===== src/include/tm1638_macros.svh =====
// TM1638 panel parameters

`ifndef TM1638_MACROS_SVH
`define TM1638_MACROS_SVH

// system clocks per eighth of a serial bit period
`define TM_CLK_EIGHTH 2

// link queue entries, power of two
`define LINK_FIFO_DEPTH 4

// digit positions on the board, fixed by the chip
`define PANEL_DIGITS 8

`endif


===== src/verilog/tm1638_link_pkg.sv =====
// TM1638 serial link types

`default_nettype none

package tm1638_link_pkg;

	// what the engine does with a queue entry
	typedef enum logic [0:0] {
		KIND_WRITE = 1'b0,
		KIND_SCAN  = 1'b1
	} link_kind_e;

	// last raises the strobe once the entry is done
	typedef struct packed {
		link_kind_e kind;
		logic [7:0] data;
		logic       last;
	} link_entry_t;

	typedef enum logic [2:0] {
		S_IDLE,
		S_STB_SETUP,
		S_WRITE_BIT,
		S_READ_BIT,
		S_READ_STEP,
		S_STB_RELEASE
	} serial_state_e;

endpackage

`default_nettype wire


===== src/verilog/panel_pkg.sv =====
// TM1638 panel types

`default_nettype none

`include "tm1638_macros.svh"

package panel_pkg;

	typedef enum logic [7:0] {
		OP_DATA_WRITE_AUTO = 8'h40,
		OP_DATA_READ_KEYS  = 8'h42,
		OP_DISPLAY_ON      = 8'h88,
		OP_ADDR_BASE       = 8'hC0
	} panel_op_e;

	typedef enum logic [2:0] {
		SEQ_IDLE,
		SEQ_MODE,
		SEQ_ADDR,
		SEQ_DATA,
		SEQ_BRIGHT,
		SEQ_SCAN
	} panel_seq_state_e;

	// segments[0] is digit 0, leds bit k is LED k
	typedef struct packed {
		logic [`PANEL_DIGITS-1:0][7:0] segments;
		logic [`PANEL_DIGITS-1:0]      leds;
		logic [2:0]                    brightness;
	} panel_image_t;

endpackage

`default_nettype wire


===== src/verilog/panel_sequencer.sv =====
// TM1638 refresh command sequencer

`default_nettype none
`timescale 1ns/100ps

`include "tm1638_macros.svh"

module panel_sequencer
	import tm1638_link_pkg::*;
	import panel_pkg::*;
(
	input  wire          i_clk,
	input  wire          i_rst,
	input  wire          i_refresh,
	input  panel_image_t i_image,
	input  wire          i_full,
	input  wire          i_engine_idle,
	output logic         o_push,
	output link_entry_t  o_entry,
	output logic         o_busy
);

	// index of the final data byte, two bytes per digit
	localparam logic [3:0] LAST_DATA = 4'(2 * `PANEL_DIGITS - 1);

	panel_seq_state_e state;
	panel_image_t     image_q;
	logic [3:0]       byte_idx;
	logic [7:0]       data_byte;
	logic             accept;

	assign accept = (state == SEQ_IDLE) && !o_busy && i_refresh;

	// even index carries segments, odd index the LED in bit 0
	assign data_byte = byte_idx[0] ? {7'b0, image_q.leds[byte_idx[3:1]]}
		: image_q.segments[byte_idx[3:1]];

	assign o_push = (state != SEQ_IDLE) && !i_full;

	always_comb begin
		o_entry.kind = KIND_WRITE;
		o_entry.data = 8'h00;
		o_entry.last = 1'b0;
		case (state)
		SEQ_MODE: begin
			o_entry.data = OP_DATA_WRITE_AUTO;
			o_entry.last = 1'b1;
		end
		SEQ_ADDR: begin
			o_entry.data = OP_ADDR_BASE;
		end
		SEQ_DATA: begin
			o_entry.data = data_byte;
			o_entry.last = (byte_idx == LAST_DATA);
		end
		SEQ_BRIGHT: begin
			o_entry.data = 8'(OP_DISPLAY_ON) | {5'b0, image_q.brightness};
			o_entry.last = 1'b1;
		end
		SEQ_SCAN: begin
			// read command first, then the four byte scan
			if (byte_idx[0]) begin
				o_entry.kind = KIND_SCAN;
				o_entry.last = 1'b1;
			end else begin
				o_entry.data = OP_DATA_READ_KEYS;
			end
		end
		default: begin
			o_entry.data = 8'h00;
		end
		endcase
	end

	always_ff @(posedge i_clk) begin
		if (accept)
			image_q <= i_image;
	end

	always_ff @(posedge i_clk) begin
		if (i_rst) begin
			state <= SEQ_IDLE;
			byte_idx <= '0;
			o_busy <= 1'b0;
		end else begin
			case (state)
			SEQ_IDLE: begin
				if (accept) begin
					o_busy <= 1'b1;
					byte_idx <= '0;
					state <= SEQ_MODE;
				end else if (o_busy && i_engine_idle) begin
					// scan drained and strobe released
					o_busy <= 1'b0;
				end
			end
			SEQ_MODE: begin
				if (!i_full)
					state <= SEQ_ADDR;
			end
			SEQ_ADDR: begin
				if (!i_full) begin
					byte_idx <= '0;
					state <= SEQ_DATA;
				end
			end
			SEQ_DATA: begin
				if (!i_full) begin
					byte_idx <= byte_idx + 4'd1;
					if (byte_idx == LAST_DATA)
						state <= SEQ_BRIGHT;
				end
			end
			SEQ_BRIGHT: begin
				if (!i_full) begin
					byte_idx <= '0;
					state <= SEQ_SCAN;
				end
			end
			SEQ_SCAN: begin
				if (!i_full) begin
					byte_idx <= byte_idx + 4'd1;
					if (byte_idx[0])
						state <= SEQ_IDLE;
				end
			end
			default: begin
				state <= SEQ_IDLE;
			end
			endcase
		end
	end

endmodule

`default_nettype wire


===== src/verilog/link_byte_fifo.sv =====
// TM1638 link entry queue

`default_nettype none
`timescale 1ns/100ps

`include "tm1638_macros.svh"

module link_byte_fifo
	import tm1638_link_pkg::*;
(
	input  wire         i_clk,
	input  wire         i_rst,
	input  wire         i_push,
	input  link_entry_t i_entry,
	input  wire         i_pop,
	output link_entry_t o_entry,
	output logic        o_full,
	output logic        o_empty
);

	localparam int ADDR_W = $clog2(`LINK_FIFO_DEPTH);

	link_entry_t mem [`LINK_FIFO_DEPTH];

	// extra msb tells a full wrap from an empty queue
	logic [ADDR_W:0] wr_ptr;
	logic [ADDR_W:0] rd_ptr;
	logic            do_push;
	logic            do_pop;

	assign o_empty = (wr_ptr == rd_ptr);
	assign o_full = (wr_ptr[ADDR_W] != rd_ptr[ADDR_W])
		&& (wr_ptr[ADDR_W-1:0] == rd_ptr[ADDR_W-1:0]);

	assign do_push = i_push && !o_full;
	assign do_pop = i_pop && !o_empty;

	// head entry is visible without a pop
	assign o_entry = mem[rd_ptr[ADDR_W-1:0]];

	always_ff @(posedge i_clk) begin
		if (do_push)
			mem[wr_ptr[ADDR_W-1:0]] <= i_entry;
	end

	always_ff @(posedge i_clk) begin
		if (i_rst) begin
			wr_ptr <= '0;
			rd_ptr <= '0;
		end else begin
			if (do_push)
				wr_ptr <= wr_ptr + 1'b1;
			if (do_pop)
				rd_ptr <= rd_ptr + 1'b1;
		end
	end

endmodule

`default_nettype wire


===== src/verilog/tm1638_serial.sv =====
// TM1638 serial engine

`default_nettype none
`timescale 1ns/100ps

`include "tm1638_macros.svh"

module tm1638_serial
	import tm1638_link_pkg::*;
(
	input  wire         i_clk,
	input  wire         i_rst,
	input  link_entry_t i_entry,
	input  wire         i_empty,
	input  wire         i_tm_dio,
	output logic        o_pop,
	output logic        o_idle,
	output logic [7:0]  o_buttons,
	output logic        o_buttons_valid,
	output logic        o_tm_stb,
	output logic        o_tm_clk,
	output logic        o_tm_dio,
	output logic        o_tm_dio_oe
);

	localparam int BIT_CYCLES = `TM_CLK_EIGHTH * 8;
	localparam int CNT_W = $clog2(BIT_CYCLES);

	// counter values are eighths remaining in the bit
	localparam logic [CNT_W-1:0] CNT_TOP = CNT_W'(BIT_CYCLES - 1);
	localparam logic [CNT_W-1:0] CLK_RISE = CNT_W'(`TM_CLK_EIGHTH * 5);
	localparam logic [CNT_W-1:0] CLK_SAMPLE = CNT_W'(`TM_CLK_EIGHTH * 4);
	localparam logic [CNT_W-1:0] CLK_FALL = CNT_W'(`TM_CLK_EIGHTH * 3);

	serial_state_e    state;
	logic [CNT_W-1:0] eighth_cnt;
	logic [2:0]       bit_cnt;
	logic [1:0]       read_cnt;
	logic [7:0]       shift_q;
	logic [7:0]       btn_acc;
	link_kind_e       kind_q;
	logic             last_q;
	logic             bit_end;
	logic             timed;

	function automatic serial_state_e first_state(input link_kind_e kind);
		return (kind == KIND_SCAN) ? S_READ_BIT : S_WRITE_BIT;
	endfunction

	assign o_pop = (state == S_IDLE) && !i_empty;
	assign o_idle = (state == S_IDLE) && i_empty;
	assign bit_end = (eighth_cnt == '0);
	assign timed = (state != S_IDLE) && (state != S_READ_STEP);

	always_ff @(posedge i_clk) begin
		if (i_rst) begin
			state <= S_IDLE;
			eighth_cnt <= CNT_TOP;
			bit_cnt <= '0;
			read_cnt <= '0;
			o_buttons <= '0;
			o_buttons_valid <= 1'b0;
			o_tm_stb <= 1'b1;
			o_tm_clk <= 1'b0;
			o_tm_dio <= 1'b0;
			o_tm_dio_oe <= 1'b0;
		end else begin
			o_buttons_valid <= 1'b0;

			// one bit period, reloads itself at the end
			if (timed)
				eighth_cnt <= bit_end ? CNT_TOP : eighth_cnt - 1'b1;

			// serial clock high between five and three eighths remaining
			if (state == S_WRITE_BIT || state == S_READ_BIT) begin
				if (eighth_cnt == CLK_RISE)
					o_tm_clk <= 1'b1;
				else if (eighth_cnt == CLK_FALL)
					o_tm_clk <= 1'b0;
			end

			case (state)
			S_IDLE: begin
				if (!i_empty) begin
					kind_q <= i_entry.kind;
					shift_q <= i_entry.data;
					last_q <= i_entry.last;
					bit_cnt <= '0;
					read_cnt <= 2'd3;
					eighth_cnt <= CNT_TOP;
					o_tm_dio <= i_entry.data[0];
					// chip drives the line during a scan
					o_tm_dio_oe <= (i_entry.kind == KIND_WRITE);
					if (o_tm_stb) begin
						o_tm_stb <= 1'b0;
						state <= S_STB_SETUP;
					end else begin
						state <= first_state(i_entry.kind);
					end
				end
			end
			S_STB_SETUP: begin
				if (bit_end)
					state <= first_state(kind_q);
			end
			S_WRITE_BIT: begin
				if (bit_end) begin
					if (bit_cnt == 3'd7) begin
						state <= last_q ? S_STB_RELEASE : S_IDLE;
					end else begin
						bit_cnt <= bit_cnt + 3'd1;
						o_tm_dio <= shift_q[bit_cnt + 3'd1];
					end
				end
			end
			S_READ_BIT: begin
				if (eighth_cnt == CLK_SAMPLE)
					shift_q[bit_cnt] <= i_tm_dio;
				if (bit_end) begin
					if (bit_cnt == 3'd7)
						state <= S_READ_STEP;
					else
						bit_cnt <= bit_cnt + 3'd1;
				end
			end
			S_READ_STEP: begin
				// key byte k lands in bits k and k+4 after the last shift
				btn_acc <= {shift_q[4], btn_acc[7:5], shift_q[0], btn_acc[3:1]};
				bit_cnt <= '0;
				read_cnt <= read_cnt - 2'd1;
				if (read_cnt == 2'd0)
					state <= last_q ? S_STB_RELEASE : S_IDLE;
				else
					state <= S_READ_BIT;
			end
			S_STB_RELEASE: begin
				if (eighth_cnt == CNT_TOP)
					o_tm_stb <= 1'b1;
				if (bit_end) begin
					o_tm_dio_oe <= 1'b0;
					if (kind_q == KIND_SCAN) begin
						o_buttons <= btn_acc;
						o_buttons_valid <= 1'b1;
					end
					state <= S_IDLE;
				end
			end
			default: begin
				state <= S_IDLE;
			end
			endcase
		end
	end

endmodule

`default_nettype wire


===== src/verilog/tm1638_panel.sv =====
// TM1638 panel top level

`default_nettype none
`timescale 1ns/100ps

module tm1638_panel
	import tm1638_link_pkg::*;
	import panel_pkg::*;
(
	input  wire          i_clk,
	input  wire          i_rst,
	input  wire          i_refresh,
	input  panel_image_t i_image,
	output logic         o_busy,
	output logic [7:0]   o_buttons,
	output logic         o_buttons_valid,
	output logic         o_tm_stb,
	output logic         o_tm_clk,
	output logic         o_tm_dio,
	output logic         o_tm_dio_oe,
	input  wire          i_tm_dio
);

	link_entry_t push_entry;
	link_entry_t head_entry;
	logic        push;
	logic        pop;
	logic        full;
	logic        empty;
	logic        engine_idle;

	panel_sequencer u_sequencer (
		.i_clk         (i_clk),
		.i_rst         (i_rst),
		.i_refresh     (i_refresh),
		.i_image       (i_image),
		.i_full        (full),
		.i_engine_idle (engine_idle),
		.o_push        (push),
		.o_entry       (push_entry),
		.o_busy        (o_busy)
	);

	link_byte_fifo u_fifo (
		.i_clk   (i_clk),
		.i_rst   (i_rst),
		.i_push  (push),
		.i_entry (push_entry),
		.i_pop   (pop),
		.o_entry (head_entry),
		.o_full  (full),
		.o_empty (empty)
	);

	// data pin arrives split, the board wrapper adds the pad
	tm1638_serial u_serial (
		.i_clk           (i_clk),
		.i_rst           (i_rst),
		.i_entry         (head_entry),
		.i_empty         (empty),
		.i_tm_dio        (i_tm_dio),
		.o_pop           (pop),
		.o_idle          (engine_idle),
		.o_buttons       (o_buttons),
		.o_buttons_valid (o_buttons_valid),
		.o_tm_stb        (o_tm_stb),
		.o_tm_clk        (o_tm_clk),
		.o_tm_dio        (o_tm_dio),
		.o_tm_dio_oe     (o_tm_dio_oe)
	);

endmodule

`default_nettype wire


===== config.mk =====
export PLATFORM = sky130hd
export DESIGN_NAME = tm1638_panel
export DESIGN_NICKNAME = d
export VERILOG_FILES = /design/src/verilog/tm1638_link_pkg.sv /design/src/verilog/panel_pkg.sv /design/src/verilog/panel_sequencer.sv /design/src/verilog/link_byte_fifo.sv /design/src/verilog/tm1638_serial.sv /design/src/verilog/tm1638_panel.sv
export VERILOG_INCLUDE_DIRS = /design/src /design/src/include
export SDC_FILE = /design/constraint.sdc
export NUM_CORES = 1
export LEC_CHECK = 0
export ABC_CLOCK_PERIOD_IN_PS = 12400
export BUFFER_PORTS_ARGS = -buffer_cell sky130_fd_sc_hd__buf_4
export CORE_ASPECT_RATIO = 1.1
export CORE_MARGIN = 5
export CORE_UTILIZATION = 55
export DETAILED_ROUTE_END_ITERATION = 8
export GPL_TIMING_DRIVEN = 0
export PLACE_DENSITY = 0.72
export SYNTH_ARGS = -nofsm -noshare
export SYNTH_HDL_FRONTEND = slang
export SYNTH_HIERARCHICAL = 1
export SYNTH_SLANG_ARGS = --single-unit

===== constraint.sdc =====
create_clock -name i_clk -period 12.4 [get_ports i_clk]
set_clock_uncertainty 0.2 [all_clocks]
set_input_delay 0.62 -clock i_clk [delete_from_list [all_inputs] [get_ports i_clk]]
set_output_delay 0.62 -clock i_clk [all_outputs]
set_load 0.02 [all_outputs]

# ---- After elaboration in Yosys (flattened, before gate mapping)
# Memory sizes are Yosys's and may differ from the RTL's. A register that Yosys moved wholly into a read port is not among the register bits.
# Index checks and enable logic that the tools add are counted.
dict set report word_totals {
  regBits 132
  ramBits 40
  in_bits 79
  out_inout_bits 14
  word_cells 208
  n_memories 1
}
dict set report op_classes {
  addsub 6
  order_cmp 4
  n_eq_ne 42
  muxes 73
  bitwise_logic 5
  reduce_logical 48
}
# name words word_bits rd rd_ports_with_merged_regs write_ports line
set memory_table {}
lappend memory_table {u_fifo.mem 4 10 1 1 1 link_byte_fifo.sv:23} ;# link_entry_t mem [`LINK_FIFO_DEPTH];
# operator n
set op_table {}
lappend op_table {{$mux W3} 21}
lappend op_table {{$pmux W8 S5} 1}
lappend op_table {{$pmux W3 S6} 2}
lappend op_table {{$mux W8} 4}
lappend op_table {{$mux W4} 7}
lappend op_table {{$ne A2 B2 Y1 const B} 13}
lappend op_table {{$bmux W8 S3} 1}
lappend op_table {{$mux W1} 21}
lappend op_table {{$ne A2 B1 Y1 const B} 9}
lappend op_table {{$eq A4 B4 Y1 const B} 4}
lappend op_table {{$pmux W8 S2} 1}
lappend op_table {{$reduce_and A4 Y1} 4}
lappend op_table {{$eq A3 B3 Y1 const B} 5}
lappend op_table {{$eq A3 B2 Y1 const B} 4}
lappend op_table {{$lt A3 B4 Y1 const B} 3}
lappend op_table {{$pmux W4 S3} 1}
lappend op_table {{$reduce_and A3 Y1} 4}
lappend op_table {{$reduce_bool A2 Y1} 6}
lappend op_table {{$reduce_bool A3 Y1} 4}
lappend op_table {{$logic_and A1 B1 Y1} 11}
lappend op_table {{$add A3 B1 Y3 const B} 3}
lappend op_table {{$pmux W3 S3} 1}
lappend op_table {{$bwmux W8} 1}
lappend op_table {{$reduce_and A2 Y1} 4}
lappend op_table {{other kinds (27)} 43}

# ---- Depth between registers and ports, before layout
dict set report logic_depth {
  depth_word 7
  mapped_depth 10
  mapped_depth_nobuf 8
}

# ---- Hierarchy
# Netlist, hierarchy kept.
# mod n_inst cells_each area_each_um2 seq_area_each_um2
set modules_own_cells {}
lappend modules_own_cells {panel_sequencer 1 204 3483.3 2412.3}
lappend modules_own_cells {tm1638_serial 1 228 2109.5 1041.0}
lappend modules_own_cells {link_byte_fifo 1 120 2016.9 1361.3}

# ---- Worst setup path before layout
# OpenSTA, ideal clock, no wires.
dict set report synth_timing {
  path_kind {register to register}
  start {reg u_sequencer.state[0]}
  end {reg u_sequencer/image_q[0] in the netlist's numbering, enable pin}
  setup_time_ns 0.508
  arrival_time_ns 4.068
  required_ns 11.692
  setup_slack_ns 7.624
  path_stages_with_launch 5
  n_path_buf 1
  period_less_slack_ns 4.776
  path_cell_list {dfxtp_1 > clkbuf_1 > nor3_1 > nand2_1 > nor2_1}
}
dict set report synth_via {
  elab_chain_cells 3
}
# item line
set synth_rtl {}
lappend synth_rtl {{start, declared} panel_sequencer.sv:26} ;# panel_seq_state_e state;
lappend synth_rtl {{start signal, assigned} panel_sequencer.sv:82} ;# state <= SEQ_IDLE;
lappend synth_rtl {{start signal, assigned} panel_sequencer.sv:91} ;# state <= SEQ_MODE;
lappend synth_rtl {{start signal, assigned} panel_sequencer.sv:99} ;# state <= SEQ_ADDR;
lappend synth_rtl {{$logic_not A3 Y1} panel_sequencer.sv:32} ;# assign accept = (state == SEQ_IDLE) && !o_busy && i_refresh;
lappend synth_rtl {{$logic_and A1 B1 Y1 (2 in series)} panel_sequencer.sv:32}
lappend synth_rtl {{via u_sequencer.accept} panel_sequencer.sv:30} ;# logic accept;
lappend synth_rtl {{end signal, assigned} panel_sequencer.sv:77} ;# image_q <= i_image;
lappend synth_rtl {{end, declared} panel_sequencer.sv:27} ;# panel_image_t image_q;
# The timed path passes the listed nets, and every way through them passes these cells.
# A chain may end at the register's enable or synchronous reset.

# ---- Worst setup path in the final report
dict set report layout_timing {
  start {reg u_fifo.wr_ptr[0]}
  end {mem u_fifo/mem[3][0] in the netlist's numbering, enable pin}
}
dict set report layout_via {
  elab_chain_cells 7
}
# item line
set layout_rtl {}
lappend layout_rtl {{start, declared} link_byte_fifo.sv:26} ;# logic [ADDR_W:0] wr_ptr;
lappend layout_rtl {{start signal, assigned} link_byte_fifo.sv:52} ;# wr_ptr <= wr_ptr + 1'b1;
lappend layout_rtl {{$eq A2 B2 Y1} link_byte_fifo.sv:33} ;# && (wr_ptr[ADDR_W-1:0] == rd_ptr[ADDR_W-1:0]);
lappend layout_rtl {{$logic_and A1 B1 Y1} link_byte_fifo.sv:33}
lappend layout_rtl {{via full} tm1638_panel.sv:28} ;# logic full;
lappend layout_rtl {{$logic_not A1 Y1} panel_sequencer.sv:38} ;# assign o_push = (state != SEQ_IDLE) && !i_full;
lappend layout_rtl {{$logic_and A1 B1 Y1} panel_sequencer.sv:38}
lappend layout_rtl {{via push} tm1638_panel.sv:26} ;# logic push;
lappend layout_rtl {{$logic_and A1 B1 Y1} link_byte_fifo.sv:35} ;# assign do_push = i_push && !o_full;
lappend layout_rtl {{$mux W1} link_byte_fifo.sv:42} ;# if (do_push)
lappend layout_rtl {{$mux W1 (implied by the code)} link_byte_fifo.sv:43} ;# mem[wr_ptr[ADDR_W-1:0]] <= i_entry;
lappend layout_rtl {{end, declared} link_byte_fifo.sv:23}
# The timed path passes the listed nets, and every way through them passes these cells.

==> results.sh <==
export IMPL_maxSlewViolCount=0
export IMPL_seq_area_frac_synth=0.633
export IMPL_ys_warn_count=6
export IMPL_design_die_area_um2=16300
export IMPL_grt_pass1_vias=4903
export IMPL_synth_top_area_share=0.525
export IMPL_grt_pass1_wl_um=23900
export IMPL_max_slew_margin=0.150
export IMPL_synth_edf_count=133
export IMPL_synth_fp_nets=643
export IMPL_nets=755
export IMPL_portBuffers=91
export IMPL_path_cells="xnor2_1 > nand2_1 > nor2_1 > buf_2 > nor2_1 > nand2_1 > a31oi_1"
export IMPL_dp_hpwl_um=10900
export IMPL_finalNonFillerCells=865
export IMPL_path_clk_slew_ns=0.06
export IMPL_cp_slowest_stage_delay_ns=0.95
export IMPL_fin_crit_sh=0.272
export IMPL_leakagePower_nw=3.32
export IMPL_synth_distinct_cells=68
export IMPL_antenna_found_initial=0
export IMPL_fin_crit_ns=3.38
export IMPL_async_flop_share=0
export IMPL_io_pins=93
export IMPL_max_vdd_ir_drop_v=0.000118
export IMPL_yosysTopAreaCell="edfxtp_1"
export IMPL_start_util=0.556
export IMPL_drc=0
export IMPL_synth_flop_cell="edfxtp_1"
export IMPL_power_density_nw_per_um2=184
export IMPL_drt_initial_drc_count=359
export IMPL_avgSynthCellArea_um2=13.8
export IMPL_syn_to_final_growth_pct=19.9
export IMPL_wl_um=14800
export IMPL_insertion_delay_ns=0.42
export IMPL_die_w_um=122
export IMPL_synth_seq_cells=174
export IMPL_rows=45
export IMPL_grt_usage=0.190
export IMPL_wl_per_cell_um=17.1
export IMPL_start_kind="register"
export IMPL_synth_area_top_cells="edfxtp_1, dfxtp_1, mux4_2, nor2_1, mux2i_1"
export IMPL_cts_resized=0
export IMPL_status="finished clean"
export IMPL_dp_cells=833
export IMPL_critPathMaxFanout=10
export IMPL_final_setup_tns_ns=0
export IMPL_clock_root_buffer="clkbuf_16"
export IMPL_gp_congestion=0.935
export IMPL_cts_setup_buffers=0
export IMPL_numClockSinks=174
export IMPL_synth_area_um2=7610
export IMPL_die_y_um=133
export IMPL_max_cap_violations=0
export IMPL_htreeDepth=4
export IMPL_tightest_slew_ns=1.27
export IMPL_yosys_top_cells_count="edfxtp_1, nor2_1, nand2_1"
export IMPL_crit_arrival_ns=3.21
export IMPL_tritoncts="done"
export IMPL_crit_path_top_delay_cell="a31oi_1"
export IMPL_p_total_mw=1.68
export IMPL_fmax_mhz=296
export IMPL_timing_hold_ws_ns=0.169
export IMPL_cts_buffer_depth=2
export IMPL_num_vias=4939
export IMPL_rsz0062_at_grt="false"
export IMPL_yosysMostFrequentCell="edfxtp_1"
export IMPL_diodes=0
export IMPL_worstSetupPathType="register to register"
export IMPL_cp_end_kind="register"
export IMPL_hold_violations=0
export IMPL_dr_pass1_iters=5
export IMPL_vias_per_cell=5.71
export IMPL_fillers=1013
export IMPL_core_um2=13700
export IMPL_hp_class="input port to register"
export IMPL_drive_gt1_frac=0.272
export IMPL_critical_path_required_ns=12.23
export IMPL_synth_cells=552
export IMPL_grt_overflow_total=0
export IMPL_setup_viol=0
export IMPL_ant_nets=0
export IMPL_grt_start_max_net_pins=35
export IMPL_numCtsBuffers=17
export IMPL_cts_hold_buffers=0
-- state kept, by name, summed over array words and instances, names as in the netlist, 3 cells and up, named ones only --
name and cells:
u_serial/shift_q 8, u_serial/btn_acc 8, u_serial/o_buttons 8, u_serial/bit_cnt 3, u_sequencer/byte_idx 4, u_fifo/mem 40, u_fifo/wr_ptr 3, u_serial/state 3
u_sequencer/image_q 75, u_serial/eighth_cnt 4, u_sequencer/state 3, u_fifo/rd_ptr 3
-- cell type report --
type | count | area [um2] | area share
clock inverter | 13 | 115 | 0.0126
buffer | 32 | 203 | 0.0222
multi-input combinational | 330 | 2540 | 0.278
tap | 188 | 235 | 0.0258
clock buffer | 19 | 433 | 0.0474
timing repair buffer | 93 | 723 | 0.0793
sequential | 174 | 4810 | 0.528
inverter | 16 | 60.1 | 0.00658
-- metal layers --
metal	global-route usage	routed length (um)	vias to the layer above
met2	0.324	7700	187
met5	0	0	-
met4	0.0778	306	0
met3	0.0497	880	31
li1	-	-	2329
met1	0.228	5890	2392
-- worst paths after layout --
path	from	endpoint	slack [ns]	depth (start not counted)
hold / removal	i_image[30]	u_sequencer/image_q[30]$_DFFE_PP_	0.17	1
setup reg to reg	u_fifo/wr_ptr[0]$_SDFFE_PP0P_	u_fifo/mem[3][0]$_DFFE_PP_	9.02	7
setup / recovery	u_fifo/wr_ptr[0]$_SDFFE_PP0P_	u_fifo/mem[3][0]$_DFFE_PP_	9.02	7
hold reg to reg	u_serial/btn_acc[3]$_DFFE_PP_	u_serial/btn_acc[2]$_DFFE_PP_	0.26	0
-- kinds of logic after synthesis --
| group | count (synthesis) | share of synthesized area |
|---|---|---|
| multiplexers | 47 | 0.109 |
| AO/OA/AOI/OAI | 95 | 0.0848 |
| adder cells (fa/ha/maj) | 12 | 0.0197 |
| buffers and inverters | 48 | 0.0345 |
| flip-flops | 174 | 0.633 |
| AND/OR/NAND/NOR | 168 | 0.110 |
| XOR/XNOR | 8 | 0.00921 |
-- through the flow --
step                      utilization  cell area [um2]  setup slack (ns)
after floorplan                     -             7610              7.62
after detailed placement        0.627             8580              9.04
after global routing            0.667             9120              8.86
after global placement          0.623             8530              6.47
final                           0.667             9120              9.02
after CTS                       0.667             9120              9.01
-- worst max-delay path, delay by kind of cell, from the launching register on --
| kind | cells | cell delay (ns) |
|---|---|---|
| buffers and inverters | 1 | 0.21 |
| DFF | 1 | 0.47 |
| and+or+nand+nor | 4 | 0.89 |
| xor gates and xnor gates | 1 | 0.25 |
| AOI/OAI and AO/OA | 1 | 0.95 |
-- cells in the final DEF, fill, tap and decap left out, types with 3 or more instances in the layout --
cell          n
a21oi_1      17
a311oi_1      3
a31oi_1      11
and2_1        3
buf_2        10
buf_4        92
buf_6         7
clkbuf_1     12
clkbuf_16    17
clkinv_2      3
clkinvlp_4    3
dfxtp_1      41
edfxtp_1    133
ha_1         12
inv_1        14
inv_6         3
mux2i_1      17
mux4_2       26
nand2_1      43
nand2b_1      8
nand3_1      15
nand3b_1      3
nand4_1       5
nor2_1       50
nor2b_1       7
nor3_1        9
nor3b_1       7
o211ai_1      8
o21ai_0      14
o21ai_1       8
o22ai_1       4
o31ai_1       6
xnor2_1       4
xor2_1        4
-- power by group --
group	total (mW)	switching [mW]	internal [mW]
Combinational	0.404	0.237	0.167
Clock	0.493	0.216	0.277
Sequential	0.784	0.0399	0.744
Total	1.68	0.493	1.19
Power figures use the tool's default switching activity.
